**src/verilog/mod_pkg.sv**
```systemverilog
package mod_pkg;

  // residue width and the modulus itself
  localparam int unsigned RESIDUE_W = 12;
  localparam logic [RESIDUE_W-1:0] MODULUS = 12'd4051;

  // operand is sliced into small digits for the lookup tables
  localparam int unsigned OPERAND_W = 200;
  localparam int unsigned DIGIT_W = 6;
  localparam int unsigned NUM_DIGITS = (OPERAND_W + DIGIT_W - 1) / DIGIT_W;

  // digit 33 only carries the two top operand bits
  localparam int unsigned TOP_DIGIT_W = OPERAND_W - (NUM_DIGITS - 1) * DIGIT_W;

  // first tree level adds residues three at a time
  localparam int unsigned GROUP_SIZE = 3;
  localparam int unsigned NUM_GROUPS = (NUM_DIGITS + GROUP_SIZE - 1) / GROUP_SIZE;

  // 3 * 4050 = 12150 needs 14 bits
  localparam int unsigned PART_W = 14;

  // 34 * 4050 = 137700 needs 18 bits
  localparam int unsigned SUM_W = 18;

  // 2^12 mod 4051, used to fold the bits above the residue width
  localparam logic [RESIDUE_W-1:0] FOLD_K = 12'd45;

  // folded value stays below 2 * MODULUS so one extra bit is enough
  localparam int unsigned FOLD_W = RESIDUE_W + 1;

  // weight of digit position idx, i.e. 2^(DIGIT_W * idx) mod MODULUS
  // doubling one bit at a time keeps the running value below MODULUS
  function automatic logic [RESIDUE_W-1:0] digit_weight(input int unsigned idx);
    int unsigned w;
    w = 1;
    for (int unsigned i = 0; i < DIGIT_W * idx; i++)
    begin
      w = w << 1;
      // subtract once, w was below MODULUS before the shift
      if (w >= MODULUS)
      begin
        w = w - MODULUS;
      end
    end
    return RESIDUE_W'(w);
  endfunction

endpackage

```
**src/verilog/digit_residue_rom.sv**
```systemverilog
`timescale 1ns/1ps

// one digit of the operand mapped to its weighted residue
// res = (digit * 2^(6 * IDX)) mod 4051
module digit_residue_rom #(
  parameter int unsigned IDX = 0,
  parameter int unsigned DIGIT_BITS = mod_pkg::DIGIT_W
) (
  input  logic [DIGIT_BITS-1:0]         digit,
  output logic [mod_pkg::RESIDUE_W-1:0] res
);

  import mod_pkg::*;

  // table contents are pure constants, one entry per digit value
  logic [RESIDUE_W-1:0] rom [2**DIGIT_BITS];

  // fill the table at elaboration
  // entry e holds e times the position weight, reduced mod MODULUS
  // max product 63 * 4050 fits easily in 32 bits
  generate
    for (genvar e = 0; e < 2**DIGIT_BITS; e++)
    begin : gen_entry
      assign rom[e] = RESIDUE_W'((e * digit_weight(IDX)) % MODULUS);
    end
  endgenerate

  // plain lookup, purely combinational
  assign res = rom[digit];

endmodule

```
**src/verilog/residue_adder_tree.sv**
```systemverilog
`timescale 1ns/1ps

// two-stage registered adder tree
// stage 1 sums the 34 digit residues in groups of three
// stage 2 sums the 12 partial sums into one 18-bit value
module residue_adder_tree (
  input  logic                                                  clk,
  input  logic                                                  reset,
  input  logic                                                  in_valid,
  input  logic [mod_pkg::NUM_DIGITS-1:0][mod_pkg::RESIDUE_W-1:0] digit_res,
  output logic                                                  sum_valid,
  output logic [mod_pkg::SUM_W-1:0]                             sum
);

  import mod_pkg::*;

  // stage 1 partial sums before and after the register
  logic [NUM_GROUPS-1:0][PART_W-1:0] part_d;
  logic [NUM_GROUPS-1:0][PART_W-1:0] part_q;
  logic                              part_valid;

  // stage 2 combined sum before the register
  logic [SUM_W-1:0]                  sum_d;

  // stage 1 adder groups
  // group g covers residues 3g, 3g+1 and 3g+2
  // last group only has digit 33 since 34 is not a multiple of three
  always_comb
  begin
    for (int g = 0; g < NUM_GROUPS; g++)
    begin
      part_d[g] = '0;
      for (int m = 0; m < GROUP_SIZE; m++)
      begin
        // skip slots past the last digit
        if (g * GROUP_SIZE + m < NUM_DIGITS)
        begin
          part_d[g] = part_d[g] + PART_W'(digit_res[g * GROUP_SIZE + m]);
        end
      end
    end
  end

  // stage 1 valid follows in_valid one cycle later
  always_ff @(posedge clk)
  begin
    if (reset)
    begin
      part_valid <= 1'b0;
    end
    else
    begin
      part_valid <= in_valid;
    end
  end

  // partial sums only load when an operand is present
  always_ff @(posedge clk)
  begin
    if (in_valid)
    begin
      part_q <= part_d;
    end
  end

  // stage 2 adds all twelve partial sums
  // worst case 34 * 4050 = 137700 still fits in SUM_W bits
  always_comb
  begin
    sum_d = '0;
    for (int g = 0; g < NUM_GROUPS; g++)
    begin
      sum_d = sum_d + SUM_W'(part_q[g]);
    end
  end

  // stage 2 valid, cleared on reset so in-flight operands vanish
  always_ff @(posedge clk)
  begin
    if (reset)
    begin
      sum_valid <= 1'b0;
    end
    else
    begin
      sum_valid <= part_valid;
    end
  end

  // final sum register
  always_ff @(posedge clk)
  begin
    if (part_valid)
    begin
      sum <= sum_d;
    end
  end

  // total latency in_valid -> sum_valid is two cycles
  // throughput is one operand per cycle, no stall path

endmodule

```
**src/verilog/fold_reduce.sv**
```systemverilog
`timescale 1ns/1ps

// last pipeline stage
// folds the 18-bit sum with 2^12 = 45 (mod 4051)
// then one conditional subtraction gives the final residue
module fold_reduce (
  input  logic                          clk,
  input  logic                          reset,
  input  logic                          sum_valid,
  input  logic [mod_pkg::SUM_W-1:0]     sum,
  output logic                          out_valid,
  output logic [mod_pkg::RESIDUE_W-1:0] residue
);

  import mod_pkg::*;

  // low part is the bits below 2^12
  logic [RESIDUE_W-1:0]         sum_lo;
  // high part is weighted by 2^12, replaced by FOLD_K
  logic [SUM_W-RESIDUE_W-1:0]   sum_hi;
  // folded value and its correction
  logic [FOLD_W-1:0]            fold_sum;
  logic [FOLD_W-1:0]            fold_sub;
  logic [RESIDUE_W-1:0]         residue_d;

  assign sum_lo = sum[RESIDUE_W-1:0];
  assign sum_hi = sum[SUM_W-1:RESIDUE_W];

  // worst case 4095 + 45 * 63 = 6930
  // always below 2 * 4051 = 8102, so one subtraction is enough
  assign fold_sum = FOLD_W'(sum_lo) + FOLD_W'(FOLD_K) * FOLD_W'(sum_hi);

  // value minus the modulus, only used when it does not wrap
  assign fold_sub = fold_sum - FOLD_W'(MODULUS);

  // conditional subtract of the modulus
  always_comb
  begin
    if (fold_sum >= FOLD_W'(MODULUS))
    begin
      residue_d = fold_sub[RESIDUE_W-1:0];
    end
    else
    begin
      residue_d = fold_sum[RESIDUE_W-1:0];
    end
  end

  // output valid, one cycle after sum_valid
  always_ff @(posedge clk)
  begin
    if (reset)
    begin
      out_valid <= 1'b0;
    end
    else
    begin
      out_valid <= sum_valid;
    end
  end

  // residue register, holds the last result when idle
  always_ff @(posedge clk)
  begin
    if (sum_valid)
    begin
      residue <= residue_d;
    end
  end

endmodule

```
**src/verilog/mod_reduce_top.sv**
```systemverilog
`timescale 1ns/1ps

// 200-bit operand mod 4051, fully pipelined
// fixed latency of three cycles from in_valid to out_valid
// new operand accepted every cycle, no back-pressure
module mod_reduce_top (
  input  logic                          clk,
  input  logic                          reset,
  input  logic                          in_valid,
  input  logic [mod_pkg::OPERAND_W-1:0] operand,
  output logic                          out_valid,
  output logic [mod_pkg::RESIDUE_W-1:0] residue
);

  import mod_pkg::*;

  // one weighted residue per digit position
  logic [NUM_DIGITS-1:0][RESIDUE_W-1:0] digit_res;

  // adder tree to fold stage
  logic                                 sum_valid;
  logic [SUM_W-1:0]                     sum;

  // digit tables
  // digit k covers operand bits 6k+5 down to 6k
  // the last one only sees the two top bits
  generate
    for (genvar k = 0; k < NUM_DIGITS; k++)
    begin : gen_digit
      if (k < NUM_DIGITS - 1)
      begin : gen_full
        digit_residue_rom #(
          .IDX        (k),
          .DIGIT_BITS (DIGIT_W)
        ) rom_i (
          .digit (operand[k * DIGIT_W +: DIGIT_W]),
          .res   (digit_res[k])
        );
      end
      else
      begin : gen_top
        digit_residue_rom #(
          .IDX        (k),
          .DIGIT_BITS (TOP_DIGIT_W)
        ) rom_i (
          .digit (operand[OPERAND_W-1 -: TOP_DIGIT_W]),
          .res   (digit_res[k])
        );
      end
    end
  endgenerate

  // two register stages of residue summation
  residue_adder_tree tree_i (
    .clk       (clk),
    .reset     (reset),
    .in_valid  (in_valid),
    .digit_res (digit_res),
    .sum_valid (sum_valid),
    .sum       (sum)
  );

  // fold plus final subtract, third register stage
  fold_reduce fold_i (
    .clk       (clk),
    .reset     (reset),
    .sum_valid (sum_valid),
    .sum       (sum),
    .out_valid (out_valid),
    .residue   (residue)
  );

endmodule

```
**config.mk**
```make
export PLATFORM = sky130hd
export DESIGN_NAME = mod_reduce_top
export DESIGN_NICKNAME = d
export VERILOG_FILES = /design/src/verilog/mod_pkg.sv /design/src/verilog/digit_residue_rom.sv /design/src/verilog/residue_adder_tree.sv /design/src/verilog/fold_reduce.sv /design/src/verilog/mod_reduce_top.sv
export SDC_FILE = /design/constraint.sdc
export NUM_CORES = 2
export LEC_CHECK = 0
export BUFFER_PORTS_ARGS = -buffer_cell sky130_fd_sc_hd__buf_2
export CAP_MARGIN = 5
export CELL_PAD_IN_SITES_DETAIL_PLACEMENT = 0
export CELL_PAD_IN_SITES_GLOBAL_PLACEMENT = 1
export CORE_ASPECT_RATIO = 1.1
export CORE_MARGIN = 3
export CORE_UTILIZATION = 50
export CTS_BUF_LIST = sky130_fd_sc_hd__clkbuf_4
export CTS_CLUSTER_DIAMETER = 120
export DETAILED_ROUTE_END_ITERATION = 8
export PLACE_DENSITY_LB_ADDON = 0.1
export SYNTH_ARGS = -nofsm -noshare
export SYNTH_HDL_FRONTEND = slang
export SYNTH_HIERARCHICAL = 1
export SYNTH_SLANG_ARGS = --single-unit
```
**constraint.sdc**
```tcl
create_clock -name clk -period 5.7 [get_ports clk]
set_input_delay 0.285 -clock clk [delete_from_list [all_inputs] [get_ports clk]]
set_output_delay 0.285 -clock clk [all_outputs]
set_load 0.1 [all_outputs]
```
After elaboration in Yosys (flattened, before gate mapping)

Memories as Yosys holds them, arrays and structs flattened.
Index checks and enable logic that the tools add are counted.

Bits in writable memories: 0
Latch bits: 0
Output and inout bits: 13
Memory bits (read-only): 25344
Memories: 33
Flip-flop bits (word level): 199

Bitwise operators: 34
Equal/unequal tests: 0
Multiply operators: 1
Add/subtract/negate cells: 35
Shift-type cells: 0
Multiplexer cells: 70
Div/mod/pow operators: 0
Reduce and logical (&&, ||, !) cells: 0
$lt $le $gt $ge: 35

Memory list:

| name            | depth | bits a word | read ports | clocked after memory_dff | wr ports | RTL line                | text |
|---|---|---|---|---|---|---|---|
| (no name shown) | 64    | 12          | 1          | 0                        | 0        | digit_residue_rom.sv:29 | `assign res = rom[digit];` |
| (no name shown) | 64    | 12          | 1          | 0                        | 0        | digit_residue_rom.sv:29 |  |
| (no name shown) | 64    | 12          | 1          | 0                        | 0        | digit_residue_rom.sv:29 |  |
| (no name shown) | 64    | 12          | 1          | 0                        | 0        | digit_residue_rom.sv:29 |  |
| (no name shown) | 64    | 12          | 1          | 0                        | 0        | digit_residue_rom.sv:29 |  |
| (no name shown) | 64    | 12          | 1          | 0                        | 0        | digit_residue_rom.sv:29 |  |
| +27 memories    | -     | -           | -          | -                        | -        | -                       |  |

Operators with widths:

| cell                   | count |
|---|---|
| $mux 12                | 69 |
| $ge 7x7->1 const B     | 33 |
| $not 6->7              | 33 |
| $add 18x14->18         | 9 |
| $add 12x12->13         | 12 |
| $add 14x12->14         | 11 |
| $bmux 12 s2            | 1 |
| $add 18x12->18         | 1 |
| $add 14x14->15         | 1 |
| $ge 13x12->1 const B   | 1 |
| $mul 6x6->12 const A   | 1 |
| $sub 12x12->12 const B | 1 |
| $ge 3x3->1 const B     | 1 |
| $not 2->3              | 1 |

Depth between registers and ports, before layout

Word-level depth: 11
Gate-level depth with buffers: 20
Mapped depth without buffers: 19

Cells and area by module

The synthesis kept the hierarchy.

By module, submodules not included:

| module                                                | cells each | instances | area each (sq um) |
|---|---|---|---|
| residue_adder_tree                                    | 1574       | 1         | 18126.1 |
| digit_residue_rom at gen_digit[28].gen_full.rom_i ... | 218        | 2         | 1482.7 |
| fold_reduce                                           | 213        | 1         | 2129.5 |
| digit_residue_rom at gen_digit[7].gen_full.rom_i      | 212        | 1         | 1490.2 |
| digit_residue_rom at gen_digit[27].gen_full.rom_i ... | 99         | 2         | 735.7 |
| digit_residue_rom at gen_digit[32].gen_full.rom_i     | 203        | 1         | 1437.6 |
| digit_residue_rom at gen_digit[15].gen_full.rom_i     | 204        | 1         | 1283.7 |
| digit_residue_rom at gen_digit[11].gen_full.rom_i     | 195        | 1         | 1267.5 |
| digit_residue_rom at gen_digit[19].gen_full.rom_i     | 173        | 1         | 1212.4 |
| digit_residue_rom at gen_digit[24].gen_full.rom_i     | 175        | 1         | 1162.4 |
| digit_residue_rom at gen_digit[23].gen_full.rom_i     | 168        | 1         | 1034.7 |
| digit_residue_rom at gen_digit[20].gen_full.rom_i     | 141        | 1         | 1006.0 |
| digit_residue_rom at gen_digit[16].gen_full.rom_i     | 121        | 1         | 887.1 |
| digit_residue_rom at gen_digit[12].gen_full.rom_i     | 92         | 1         | 636.9 |
| +12 rows                                              | -          | -         | - |

Least setup slack after synthesis

Ideal clock, no wire load.

Path kind: reg2reg
From: reg tree_i/part_q[86] in the netlist's numbering
To: reg tree_i/sum[16] in the netlist's numbering, data pin
Setup time: 0.260 ns
Stages on the path, launching flop included: 18
Setup slack: 0.638 ns
Path buffers: 0
Arrival: 4.802 ns
Cells stage by stage: edfxtp_1 > fa_1 > inv_1 > fa_1 > inv_1 > fa_1 > fa_1 > inv_1 > fa_1 > inv_1 > ha_1 > fa_1 > a21oi_2 > o21ai_1 > a2111oi_2 > nor2_1 > a311oi_2 > xnor2_1

Longest elaborated chain between the ends: 6

RTL lines:

| item                         | RTL line                 | text |
|---|---|---|
| start: declaration           | residue_adder_tree.sv:19 | `logic [NUM_GROUPS-1:0][PART_W-1:0] part_q;` |
| start signal: assignment     | residue_adder_tree.sv:62 | `part_q <= part_d;` |
| $add 18x14->18 (5 in series) | residue_adder_tree.sv:73 | `sum_d = sum_d + SUM_W'(part_q[g]);` |
| $add 18x12->18               | residue_adder_tree.sv:73 |  |
| named net tree_i.sum_d[16]   | residue_adder_tree.sv:23 | `logic [SUM_W-1:0] sum_d;` |
| end signal: assignment       | residue_adder_tree.sv:95 | `sum <= sum_d;` |
| end: declaration             | residue_adder_tree.sv:12 | `output logic [mod_pkg::SUM_W-1:0] sum` |

The timed path passes the listed nets, and every way through them passes these cells.
A chain may end at the register's enable or synchronous reset.

Final worst setup path

Same ends and word-level chain as after synthesis.

==> run_results.csv <==
group,metric,value,unit
outcome,status,"finished, final reports clean",
sta,fmax,0.188,GHz
synth,synth_seq_cells,199,
synth,ys_dominant_reg_cell,"edfxtp_1",
synth,yosysUniqueCellTypes,137,
worst_setup_path,r2r_cells,17,
detailed_routing,wirelength,104000,um
synth,synth_most_common_cell,"inv_1",
synth,synth_fa_ha_area_frac,0.257,
worst_setup_path,crit_fanout,2,
sta,finClkSkew,23.9,ps
floorplanning,coreArea,80500,sq um
worst_setup_path,cpMaxStageDelayCell,"fa_1",
global_route,grtUsageTotal,0.242,
worst_setup_path,critPathRequiredTime,6080,ps
sta,setup-tns-final,0,ps
worst_hold_path,hold_end,"tree_i/part_q[124]",
worst_hold_path,hold_path_class,"input pin to flip-flop",
sta,finalSetupViolCount,0,
sta,slew_violations,0,
sta,worstMarginPinSlew,967,ps
detailed_routing,wl_met2,49800,um
synth,yosysWarningCount,6,
synth,synth_compound_gate_area_share,0.224,
worst_setup_path,critPathCaptureType,"flip-flop",
sta,fin_hold_ws,222,ps
synth,synth_top_family_by_area,"adder cells",
global_route,grt_max_degree,89,
synth,syn_avg_cell_area,8.61,sq um
synth,synthTopCellsByCount,"527 x inv_1, 370 x a21oi_1, 369 x ha_1",
layout,drive_above_1_share,0.105,
sta,slew-limit-headroom,0.355,
detailed_routing,drc_errors,0,
worst_setup_path,path_class,"flip-flop to flip-flop",
synth,synthXorXnorAreaFrac,0.0376,
sta,layout_min_cycle_time,5320,ps
global_route,grt-ovfl-total,0,
cts,clk_latency,620,ps
detailed_routing,top_layer,"met5",
cts,cts-resized-gates,0,
placed_design,place_congestion,0.860,
synth,synth_area,40700,sq um
sta,hold_viol_final,0,
worst_setup_path,crit_path_start_kind,"flip-flop",
detailed_routing,ant_nets,0,
worst_setup_path,cp.arrival,5700,ps
global_route,antenna_found_initial,7,
floorplanning,die_x,278,um
detailed_routing,num_vias,32988,
detailed_routing,wl_per_cell,18.4,um
floorplanning,start_util,0.505,
layout,final_nets,5443,
sta,fin_crit_sh,0.933,
synth,yosys.area_share.simple,0.144,
floorplanning,die_area,84800,sq um
cts,root_buffer,"clkbuf_4",
worst_setup_path,r2r_start,"tree_i/part_q[86]",
layout,syn2layout_area_growth,0.542,%
cts,clk_pin_slew,190,ps
synth,seq_area_frac_synth,0.146,
detailed_routing,met1Wirelength,47900,um
worst_setup_path,crit_chain,"fa_1, inv_1, fa_1, inv_1, fa_1, fa_1, inv_1, fa_1, inv_1, ha_1, fa_1, a21oi_2, o21ai_1, a2111oi_2, nor2_1, a311oi_2, xnor2_1",
worst_setup_path,crit_top_cell,"fa_1",
cts,cts-buffers-inserted,17,
cts,numClockSinks,199,
sta,rsz0062_at_grt,"false",
synth,yosysTopAreaCell,"edfxtp_1",
cts,htree_levels,4,
floorplanning,fp-row-count,109,
placed_design,port-buffer-count,215,
detailed_routing,drtPass1Iterations,5,
synth,ys_top_cells_by_area,"edfxtp_1 14%, fa_1 14%, ha_1 11%",
cts,cts.path.max_buffers,2,
detailed_routing,drtIter0Drc,2315,
cts,cts_tree,"yes",
global_route,grt_pass1_wl,169000,um
floorplanning,die_h,305,um
worst_setup_path,worstReg2RegEnd,"tree_i/sum[16]",
global_route,grt_pass1_vias,31335,
synth,synthCells,4722,
floorplanning,io_pins,216,
worst_hold_path,min_from,"operand[161]",
synth,ys_async_sr_fraction,0,
worst_setup_path,slowest_delay,540,ps
synth,synth_mux_area_frac,0.0684,
worst_hold_path,whs_path_depth,3,
detailed_routing,dr_wl_met3,4720,um
worst_setup_path,regToRegSetupSlack,380,ps
detailed_routing,vias_per_cell,5.84,
job,maxCapViolCount,0,
placed_design,dp_hpwl,82000,um
synth,synth_top_area_share,0.145,
synth,synth_edf_count,196,
## layout by cell type (no fill, tap or decap), types with 91 or more instances in the layout
cell,count
inv_1,527
a21oi_1,370
ha_1,369
nand2_1,297
fa_1,290
o21ai_0,260
nor2_1,248
buf_2,214
edfxtp_1,196
xnor2_1,116
nor2b_1,103
nor3_1,99
mux2i_1,91
## cells by family after synthesis
kind of cell / count (synthesis)
AOI/OAI and AO/OA: 1371
xor gates and xnor gates: 171
adders and majority gates: 663
buffers and inverters: 987
DFF: 199
muxes: 191
other: 10
and+or+nand+nor: 1130
## flip-flops by register name, indices dropped and copies added, names as in the netlist
name / cells
fold_i/out_valid: 1
tree_i/part_q: 166
fold_i/residue: 12
tree_i/part_valid: 1
tree_i/sum_valid: 1
tree_i/sum: 18
## critical path, delay by kind of cell (launching register included)
kind	cells	cell delay (ps)
adder cells (fa/ha/maj)	7	3190
AO/OA/AOI/OAI	4	1040
flip-flops	1	440
buffers and inverters	4	190
AND/OR/NAND/NOR	1	140
XOR/XNOR	1	90
## routing by layer
metal | vias to the layer above | GRT usage
met5 | - | 0
met4 | 2 | 0.0453
li1 | 16301 | -
met2 | 770 | 0.406
met1 | 15832 | 0.341
met3 | 83 | 0.0260
## worst max path at each step
stage	end	start	depth (start not counted)
2_1_floorplan	tree_i/sum[16]	tree_i/part_q[86]	17
3_3_place_gp	tree_i/sum[16]	tree_i/part_q[86]	17
3_5_place_dp	tree_i/sum[16]	tree_i/part_q[86]	17
4_1_cts	tree_i/sum[16]	tree_i/part_q[86]	17
5_1_grt	tree_i/sum[16]	tree_i/part_q[86]	17
6_report	tree_i/sum[16]	tree_i/part_q[86]	17
## what timing repair did
action,CTS,global route
hold buffers,3,0
setup buffers,0,0
endpoints found under the hold margin,10,0
## layout make-up
type                            count  area (sq um)
Antenna cell                        5          12.5
Multi-Input combinational cell   3568         29900
Timing Repair Buffer              243          1300
Inverter                          552          2070
Sequential cell                   199          5950
Tap cell                         1054          1320
Clock inverter                     15           189
Clock buffer                       17           128
Fill cell                        7815         39600
## through the flow
stage | worst slack, ps | cells | util | cell area, sq um
after floorplan | 638 | 4754 | - | 40800
after global placement | 476 | 5613 | 0.503 | 40500
after detailed placement | 383 | 5613 | 0.503 | 40500
after CTS | 363 | 5648 | 0.508 | 40900
after global routing | 40.7 | 5652 | 0.508 | 40900
final | 382 | 5653 | 0.508 | 40900
Power is not shown: default switching activity piles up to over one toggle a cycle in this logic, so the estimate is an artifact.
